`config.mk`:
```
export PLATFORM = sky130hd
export DESIGN_NAME = mipsCore
export DESIGN_NICKNAME = d
export VERILOG_FILES = /design/src/common/mipsPkg.sv /design/src/common/ctrlIf.sv /design/src/design/control/controlFsm.sv /design/src/design/datapath/alu.sv /design/src/design/datapath/datapath.sv /design/src/design/datapath/regFile.sv /design/src/design/mipsCore.sv
export SDC_FILE = /design/constraint.sdc
export NUM_CORES = 2
export LEC_CHECK = 0
export BUFFER_PORTS_ARGS = -buffer_cell sky130_fd_sc_hd__buf_2
export CORE_MARGIN = 1.5
export CORE_UTILIZATION = 55
export CTS_CLUSTER_SIZE = 40
export DETAILED_ROUTE_END_ITERATION = 6
export GPL_ROUTABILITY_DRIVEN = 0
export PLACE_DENSITY = 0.81
export SYNTH_ARGS = -nofsm -noshare
export SYNTH_HDL_FRONTEND = slang
export SYNTH_HIERARCHICAL = 1
export SYNTH_SLANG_ARGS = --single-unit
```
`constraint.sdc`:
```
create_clock -name clk -period 13.4 [get_ports clk]
set_input_delay 0 -clock clk [delete_from_list [all_inputs] [get_ports clk]]
set_output_delay 0 -clock clk [all_outputs]
set_load 0.1 [all_outputs]
```
`src/common/mipsPkg.sv`:
```
package mipsPkg;

  localparam int dataWidth = 32;
  localparam int regAddrWidth = 5;
  localparam logic [dataWidth-1:0] resetVector = 32'hBFC00000;

  typedef logic [dataWidth-1:0] word_t;
  typedef logic [regAddrWidth-1:0] regAddr_t;

  // primary opcode field, instr[31:26]
  typedef enum logic [5:0] {
    R_TYPE = 6'b000000,
    J      = 6'b000010,
    BEQ    = 6'b000100,
    BNE    = 6'b000101,
    ADDIU  = 6'b001001,
    ANDI   = 6'b001100,
    ORI    = 6'b001101,
    LW     = 6'b100011,
    SW     = 6'b101011
  } opcode_t;

  // funct field of R-type, instr[5:0]
  typedef enum logic [5:0] {
    ADDU = 6'b100001,
    AND  = 6'b100100,
    OR   = 6'b100101
  } funct_t;

  typedef enum logic [2:0] {
    FETCH  = 3'd0,
    DECODE = 3'd1,
    EXEC1  = 3'd2,
    EXEC2  = 3'd3,
    EXEC3  = 3'd4,
    HALTED = 3'd5
  } state_t;

  typedef enum logic [2:0] {ALU_ADD, ALU_SUB, ALU_AND, ALU_OR, ALU_PASSB} aluOp_t;

  // SRCB_JUMP is the branch offset, or the jump target for J
  typedef enum logic [1:0] {SRCB_REG, SRCB_FOUR, SRCB_IMM, SRCB_JUMP} srcB_t;

endpackage

```
`src/common/ctrlIf.sv`:
```
`timescale 1ns/1ps

interface ctrlIf
  import mipsPkg::*;
();
  logic    pcWrite;
  logic    irWrite;
  logic    iorD;        // bus address from ALU result register
  logic    pcSrc;       // next pc from target register
  logic    targetWrite;
  logic    aluSrcA;     // 1 selects A register, 0 the pc
  srcB_t   aluSrcB;
  aluOp_t  aluOp;
  logic    signExt;
  logic    regWrite;
  logic    regDst;      // 1 selects rd, 0 selects rt
  logic    memToReg;    // 1 writes back the memory data register
  logic    mdrWrite;

  // instruction status back to control
  opcode_t opcode;
  funct_t  funct;
  logic    aluZero;
  logic    pcZero;

  modport control (
    output pcWrite, irWrite, iorD, pcSrc, targetWrite, aluSrcA, aluSrcB, aluOp,
    output signExt, regWrite, regDst, memToReg, mdrWrite,
    input  opcode, funct, aluZero, pcZero
  );

  modport datapath (
    input  pcWrite, irWrite, iorD, pcSrc, targetWrite, aluSrcA, aluSrcB, aluOp,
    input  signExt, regWrite, regDst, memToReg, mdrWrite,
    output opcode, funct, aluZero, pcZero
  );
endinterface

```
`src/design/control/controlFsm.sv`:
```
`timescale 1ns/1ps

module controlFsm
  import mipsPkg::*;
(
  input  logic   clk,
  input  logic   rstN,
  input  logic   waitrequest,
  ctrlIf.control ctrl,
  output logic   read,
  output logic   write,
  output logic   active
);

  state_t state;
  state_t stateNext;
  state_t doneState;
  logic   pending;      // taken branch waiting for its delay slot fetch
  logic   isLoad;
  logic   isStore;
  logic   isAluOp;
  logic   taken;

  assign isLoad   = ctrl.opcode == LW;
  assign isStore  = ctrl.opcode == SW;
  assign isAluOp  = ctrl.opcode inside {R_TYPE, ADDIU, ANDI, ORI};
  assign taken    = (ctrl.opcode == J) ||
                    (ctrl.opcode == BEQ && ctrl.aluZero) ||
                    (ctrl.opcode == BNE && !ctrl.aluZero);

  // a fetch from address 0 halts instead
  assign doneState = ctrl.pcZero ? HALTED : FETCH;

  assign read   = (state == FETCH) || (state == EXEC2 && isLoad);
  assign write  = state == EXEC2 && isStore;
  assign active = state != HALTED;

  always_comb begin
    stateNext = state;
    case (state)
      FETCH:   stateNext = waitrequest ? FETCH : DECODE;
      DECODE:  stateNext = EXEC1;
      EXEC1:   stateNext = (isLoad || isStore || isAluOp) ? EXEC2 : doneState;
      EXEC2: begin
        if (isLoad || isStore) begin
          if (!waitrequest) stateNext = isLoad ? EXEC3 : doneState;
        end else begin
          stateNext = doneState;
        end
      end
      EXEC3:   stateNext = doneState;
      default: stateNext = HALTED;  // stays here until reset
    endcase
  end

  always_ff @(posedge clk or negedge rstN) begin
    if (!rstN) begin
      state   <= FETCH;
      pending <= 1'b0;
    end else begin
      state <= stateNext;
      if (state == EXEC1 && taken) begin
        pending <= 1'b1;
      end else if (state == FETCH && !waitrequest) begin
        pending <= 1'b0;  // pc takes the target after the delay slot fetch
      end
    end
  end

  always_comb begin
    ctrl.pcWrite     = 1'b0;
    ctrl.irWrite     = 1'b0;
    ctrl.iorD        = 1'b0;
    ctrl.pcSrc       = pending;
    ctrl.targetWrite = 1'b0;
    ctrl.aluSrcA     = 1'b1;
    ctrl.aluSrcB     = SRCB_REG;
    ctrl.aluOp       = ALU_ADD;
    ctrl.signExt     = 1'b1;
    ctrl.regWrite    = 1'b0;
    ctrl.regDst      = 1'b0;
    ctrl.memToReg    = 1'b0;
    ctrl.mdrWrite    = 1'b0;

    // operand setup held through all exec states so ALU result stays put
    case (ctrl.opcode)
      R_TYPE: begin
        ctrl.regDst = 1'b1;
        case (ctrl.funct)
          AND:     ctrl.aluOp = ALU_AND;
          OR:      ctrl.aluOp = ALU_OR;
          default: ctrl.aluOp = ALU_ADD;
        endcase
      end
      ADDIU, LW, SW: ctrl.aluSrcB = SRCB_IMM;
      ANDI: begin
        ctrl.aluSrcB = SRCB_IMM;
        ctrl.signExt = 1'b0;
        ctrl.aluOp   = ALU_AND;
      end
      ORI: begin
        ctrl.aluSrcB = SRCB_IMM;
        ctrl.signExt = 1'b0;
        ctrl.aluOp   = ALU_OR;
      end
      BEQ, BNE: ctrl.aluOp = ALU_SUB;  // compare rs with rt
      default: ;
    endcase

    case (state)
      FETCH: begin
        ctrl.aluSrcA = 1'b0;  // pc + 4
        ctrl.aluSrcB = SRCB_FOUR;
        ctrl.aluOp   = ALU_ADD;
        ctrl.pcWrite = !waitrequest;
        ctrl.irWrite = !waitrequest;
      end
      DECODE: begin
        // branch or jump target for every instruction
        ctrl.aluSrcA     = 1'b0;
        ctrl.aluSrcB     = SRCB_JUMP;
        ctrl.aluOp       = (ctrl.opcode == J) ? ALU_PASSB : ALU_ADD;
        ctrl.signExt     = 1'b1;
        ctrl.targetWrite = 1'b1;
      end
      EXEC2: begin
        ctrl.iorD     = isLoad || isStore;
        ctrl.mdrWrite = isLoad && !waitrequest;
        ctrl.regWrite = isAluOp;
      end
      EXEC3: begin
        ctrl.regWrite = isLoad;
        ctrl.memToReg = 1'b1;
      end
      default: ;
    endcase
  end

  assert property (@(posedge clk) disable iff (!rstN) !(read && write));

  // held bus access keeps its address source
  assert property (@(posedge clk) disable iff (!rstN)
    (read || write) && waitrequest |=> $stable(ctrl.iorD));

  assert property (@(posedge clk) disable iff (!rstN) state == HALTED |=> state == HALTED);

endmodule

```
`src/design/datapath/alu.sv`:
```
`timescale 1ns/1ps

module alu
  import mipsPkg::*;
(
  input  word_t  a,
  input  word_t  b,
  input  aluOp_t op,
  output word_t  result,
  output logic   zero
);

  always_comb begin
    case (op)
      ALU_ADD:   result = a + b;
      ALU_SUB:   result = a - b;  // equality test for branches
      ALU_AND:   result = a & b;
      ALU_OR:    result = a | b;
      ALU_PASSB: result = b;      // jump target straight through
      default:   result = '0;
    endcase
  end

  assign zero = result == '0;

endmodule

```
`src/design/datapath/datapath.sv`:
```
`timescale 1ns/1ps

module datapath
  import mipsPkg::*;
(
  input  logic    clk,
  input  logic    rstN,
  input  word_t   readdata,
  ctrlIf.datapath ctrl,
  output word_t   address,
  output word_t   writedata,
  output word_t   regV0
);

  word_t    pc;
  word_t    ir;
  word_t    regA;
  word_t    regB;
  word_t    aluOut;
  word_t    mdr;
  word_t    target;
  word_t    rfDataA;
  word_t    rfDataB;
  word_t    writeBack;
  word_t    immExt;
  word_t    branchOff;
  word_t    jumpAddr;
  word_t    srcA;
  word_t    srcB;
  word_t    aluResult;
  regAddr_t writeAddr;

  assign ctrl.opcode = opcode_t'(ir[31:26]);
  assign ctrl.funct  = funct_t'(ir[5:0]);
  assign ctrl.pcZero = pc == '0;

  assign immExt    = ctrl.signExt ? {{16{ir[15]}}, ir[15:0]} : {16'b0, ir[15:0]};
  assign branchOff = {immExt[29:0], 2'b00};
  assign jumpAddr  = {pc[31:28], ir[25:0], 2'b00};  // pc already holds the delay slot

  assign srcA = ctrl.aluSrcA ? regA : pc;

  always_comb begin
    case (ctrl.aluSrcB)
      SRCB_REG:  srcB = regB;
      SRCB_FOUR: srcB = 32'd4;
      SRCB_IMM:  srcB = immExt;
      default:   srcB = (ctrl.opcode == J) ? jumpAddr : branchOff;
    endcase
  end

  assign writeAddr = ctrl.regDst ? ir[15:11] : ir[20:16];
  assign writeBack = ctrl.memToReg ? mdr : aluOut;

  assign address   = ctrl.iorD ? aluOut : pc;
  assign writedata = regB;

  regFile u_regFile (
    .clk       (clk),
    .rstN      (rstN),
    .readAddrA (ir[25:21]),
    .readAddrB (ir[20:16]),
    .writeEn   (ctrl.regWrite),
    .writeAddr (writeAddr),
    .writeData (writeBack),
    .readDataA (rfDataA),
    .readDataB (rfDataB),
    .v0        (regV0)
  );

  alu u_alu (
    .a      (srcA),
    .b      (srcB),
    .op     (ctrl.aluOp),
    .result (aluResult),
    .zero   (ctrl.aluZero)
  );

  always_ff @(posedge clk or negedge rstN) begin
    if (!rstN) begin
      pc <= resetVector;
      ir <= '0;
    end else begin
      if (ctrl.pcWrite) pc <= ctrl.pcSrc ? target : aluResult;
      if (ctrl.irWrite) ir <= readdata;
    end
  end

  // operand and result registers follow every cycle
  always_ff @(posedge clk) begin
    regA   <= rfDataA;
    regB   <= rfDataB;
    aluOut <= aluResult;
    if (ctrl.mdrWrite) mdr <= readdata;
    if (ctrl.targetWrite) target <= aluResult;
  end

  assert property (@(posedge clk) disable iff (!rstN) pc[1:0] == 2'b00);

endmodule

```
`src/design/datapath/regFile.sv`:
```
`timescale 1ns/1ps

module regFile
  import mipsPkg::*;
(
  input  logic     clk,
  input  logic     rstN,
  input  regAddr_t readAddrA,
  input  regAddr_t readAddrB,
  input  logic     writeEn,
  input  regAddr_t writeAddr,
  input  word_t    writeData,
  output word_t    readDataA,
  output word_t    readDataB,
  output word_t    v0
);

  word_t regs [32];

  assign readDataA = regs[readAddrA];
  assign readDataB = regs[readAddrB];
  assign v0        = regs[2];  // result register for checking

  always_ff @(posedge clk or negedge rstN) begin
    if (!rstN) begin
      for (int i = 0; i < 32; i++) begin
        regs[i] <= '0;
      end
    end else if (writeEn && writeAddr != '0) begin
      regs[writeAddr] <= writeData;  // $zero never written
    end
  end

endmodule

```
`src/design/mipsCore.sv`:
```
`timescale 1ns/1ps

module mipsCore
  import mipsPkg::*;
(
  input  logic  clk,
  input  logic  rstN,
  input  word_t readdata,
  input  logic  waitrequest,
  output word_t address,
  output logic  read,
  output logic  write,
  output word_t writedata,
  output logic  active,
  output word_t regV0
);

  ctrlIf ctrlBus ();

  controlFsm u_controlFsm (
    .clk         (clk),
    .rstN        (rstN),
    .waitrequest (waitrequest),
    .ctrl        (ctrlBus.control),
    .read        (read),
    .write       (write),
    .active      (active)
  );

  datapath u_datapath (
    .clk       (clk),
    .rstN      (rstN),
    .readdata  (readdata),
    .ctrl      (ctrlBus.datapath),
    .address   (address),
    .writedata (writedata),
    .regV0     (regV0)
  );

endmodule

```
==> metrics.txt <==
switching part of the total power 46.92%; total of flip-flops plus latches after synthesis 1252; Critical R2R Capture u_controlFsm/ctrl.pcSrc; unrepaired setup endpoints after global routing no; uppermost layer routed met5; buffers inserted during post-CTS setup optimization 0; gate count after technology mapping 5822; vias per inst 6.819; power share of the clock group 20.1%; number of failing setup endpoints in the final timing report 0; share of the clock period used by the worst path after layout 63.46%; combined global-route utilization of all metal layers 32.59%; pin slew with the least headroom to its limit 1.105 ns; commonest register cell after synthesis dfrtp_1; number of endpoints with negative hold slack in the final report 0; total count of max-transition violations in the final report 0; share of synthesized area occupied by flip-flops and latches 45.56%; cell area after synthesis 0.06845 mm²; worst setup slack after placement 5.107 ns; area added between synthesis and finish 8.601%; layout cells sized above 1 28.97%; drt initial violations 6610; number of H-tree levels 4; antenna violations before repair 7; Horiz. Die Dim 355.8 µm; distinct cell type count after synthesis 95; Highest Clock Rate 117.6 MHz; PnR worst setup slack 4.897 ns; maximum number of pins on one net before global-route repair 119; die footprint 0.1266 mm²; buffers added on ports 133; number of cells in the design after placement 7099; Max VDD drop 0.3909 mV; Max Buffers Root-to-Sink 3; type of the worst min-delay path in -> async; met2 wire len 91790 µm; run status finished, violations left; failing checks DRC; mean area per synthesized cell 11.76 µm²; number of iterations in the first detailed-routing pass 7; Fin Clk Skew 0.03456 ns; setup tns final 0 ns; TritonCTS buffer count 132; count of cells along the worst register-to-register path 27; dominant cells by area after synthesis dfrtp_1, mux2_2, mux2i_1; post-layout min period 8.503 ns; maxcap violations 0; core outline area 0.1236 mm²; Post-layout nets 5713; crit path kind reg -> reg; CP Launch Type flop; IO Pins 134; detailed placement HPWL 123900 µm; relative slew slack 26.36%; count of flip-flops with a built-in enable after synthesis 64; worst flop-to-flop path startpoint u_controlFsm/state[2]; fraction of the core area covered by cells at the end of the flow 60.12%; register share of total power 27.2%; Critical Path RT 14.03 ns; leakage power total 0.03569 µW; Final ANT Viol Nets 0; worst reg-to-reg setup slack 4.90 ns; Cell Int Power 9914 µW; clock slew at the register clock pins of the worst setup and hold paths 0.06 ns; power per unit of standard cell area 251.3 mW/mm²; largest fanout on the critical path 41; overall via count from detail_route 50370; Arrival @ worst endpoint 9.14 ns; source-to-sink clock delay at the later pin of the worst-skew pair 0.77 ns; first-pass GRT wire length 313500 µm; relative contribution of combinational cells to total power 52.7%; residual DRC count 24; non-filler cells, final 7386; M1 WL 82930 µm; die extent in y 355.8 µm; number of sinks driven by the clock tree 1252; fraction of post-synthesis cell area in the top cell type by area 39.59%; number of placement rows 129; vias in the first global route 49750; switching power total 8764 µW; routed wire length per instance 28.51 µm; total of warnings raised by yosys 6; remaining global-route overflow 0; number of nets in the synthesized netlist 5892; top cell type by total area after synthesis dfrtp_1; met3 wire length 24880 µm; async set-reset flop share out of synthesis 87.22%; detailed-route wire length 210600 µm; initial core utilization 55.36%; TritonCTS clock tree yes; Crit. End Element flop; CTS root buffer clkbuf_16
==> flip-flops by register name, summed over array words and instances (netlist names) <==
name and cells:
u_datapath/ir 32, u_datapath/regA 32, u_datapath/mdr 32, u_datapath/target 32, u_datapath/pc 32, u_datapath/aluOut 32
u_controlFsm/ctrl.pcSrc 1, u_datapath/u_regFile/regs 992, u_datapath/u_regFile/v0 32, u_controlFsm/state 3, u_datapath/writedata 32
==> per-layer routing <==
metal / track usage, % / vias up
li1: - / 21060
met1: 43.65 / 25470
met2: 48.41 / 3161
met3: 9.096 / 674
met4: 16.50 / 6
met5: 0 / -
==> final cells by class <==
class | instances | area (µm²)
diodes | 1 | 2.502
clock buffers | 194 | 3944
well taps | 1637 | 2048
repair buffers | 278 | 1999
clock inverters | 45 | 515.5
flip-flops and latches | 1252 | 31190
inverters | 18 | 67.56
fillers | 9510 | 49300
multi-input cells | 3961 | 34570
==> worst max-delay path by stage <==
| stage | endpoint | startpoint | depth (start not counted) |
|---|---|---|---|
| 2_1_floorplan | u_controlFsm/ctrl.pcSrc | u_datapath/ir[31] | 30 |
| 3_3_place_gp | u_controlFsm/ctrl.pcSrc | u_controlFsm/state[2] | 27 |
| 3_5_place_dp | u_controlFsm/ctrl.pcSrc | u_controlFsm/state[2] | 27 |
| 4_1_cts | u_controlFsm/ctrl.pcSrc | u_controlFsm/state[2] | 27 |
| 5_1_grt | u_controlFsm/ctrl.pcSrc | u_controlFsm/state[2] | 28 |
| 6_report | u_controlFsm/ctrl.pcSrc | u_controlFsm/state[2] | 27 |
==> Yosys cell counts (96+ instances only) <==
cell	count
buf_2	206
clkbuf_1	253
a21oi_1	288
nand3_1	206
buf_4	97
mux2_2	1128
mux2i_1	1061
a22o_1	145
nand2_1	265
dfrtp_1	1083
dfxtp_1	96
nor2_1	106
a22oi_1	212
==> metrics by stage <==
stage	hold WS, ns	cell area [µm²]	total power, µW
after floorplan	-0.2956	68450	11810
after global placement	0.1149	69380	14330
after detailed placement	0.1224	69380	14520
after CTS	0.0008172	74330	18310
after global routing	0.02142	74330	19270
final	0.01750	74330	18680
==> repair_timing <==
| action | in CTS | in global routing |
|---|---|---|
| resized for setup | 0 | 0 |
| endpoints found under the setup margin | 0 | 0 |
| hold buffers | 47 | 0 |
| endpoints found under the hold margin | 217 | 0 |
==> cell usage in the layout (no fill, tap or decap), types with 16 or more instances in the layout <==
master         instances
buf_4                 90
nand2_1              248
nand3_1              206
xor2_1                20
a22oi_1              212
dlygate4sd3_1         46
clkinv_2              24
xnor2_1               31
mux2i_1             1061
nand2b_1              20
edfxtp_1              64
nor2_4                16
ha_1                  34
dfrtp_1             1080
maj3_1                30
a31oi_1               69
nor3_1                85
a21oi_1              288
clkbuf_16            138
nor2_1                89
o21ai_0               36
buf_2                132
inv_1                 18
clkbuf_8              28
mux2_2              1128
dfxtp_1               96
a22o_1               145
clkbuf_1              28
==> critical path, cell delays in order (launching register included) <==
cell	delay [ns]
dfrtp_1	0.51
nor2_4	0.86
nand2_1	0.38
o31ai_4	0.15
buf_4	0.39
nor2_1	0.31
a22o_1	0.43
or4_1	0.61
nand2b_1	0.21
or3_1	0.33
or4_1	0.51
nor2_1	0.21
inv_1	0.09
o21ai_1	0.15
xor2_1	0.17
ha_1	0.31
and4_1	0.27
a211o_1	0.27
and3_1	0.17
a221o_1	0.31
a2111oi_0	0.39
nand4b_1	0.20
nor4b_2	0.27
and4b_1	0.30
nand3b_1	0.09
o21ai_0	0.10
a21oi_1	0.10
o41ai_1	0.27
==> logic make-up after synthesis <==
kind of cell | after synthesis | share of synthesized area [%]
DFF | 1252 | 45.56
muxes | 2199 | 34.24
adders and majority gates | 65 | 1.089
AOI/OAI and AO/OA | 847 | 8.442
xor gates and xnor gates | 51 | 0.6526
and+or+nand+nor | 799 | 5.658
buffers and inverters | 609 | 4.365
==> power groups by stage <==
stage               combinational [µW]  sequential [µW]  clock (µW)
floorplan                         6760             5050           0
global placement                  9250             5080           0
detailed placement                9410             5110           0
CTS                               9480             5050        3790
global route                     10200             5120        3930
finish                            9840             5090        3750
Note: power is estimated with default switching activity, not from simulation.
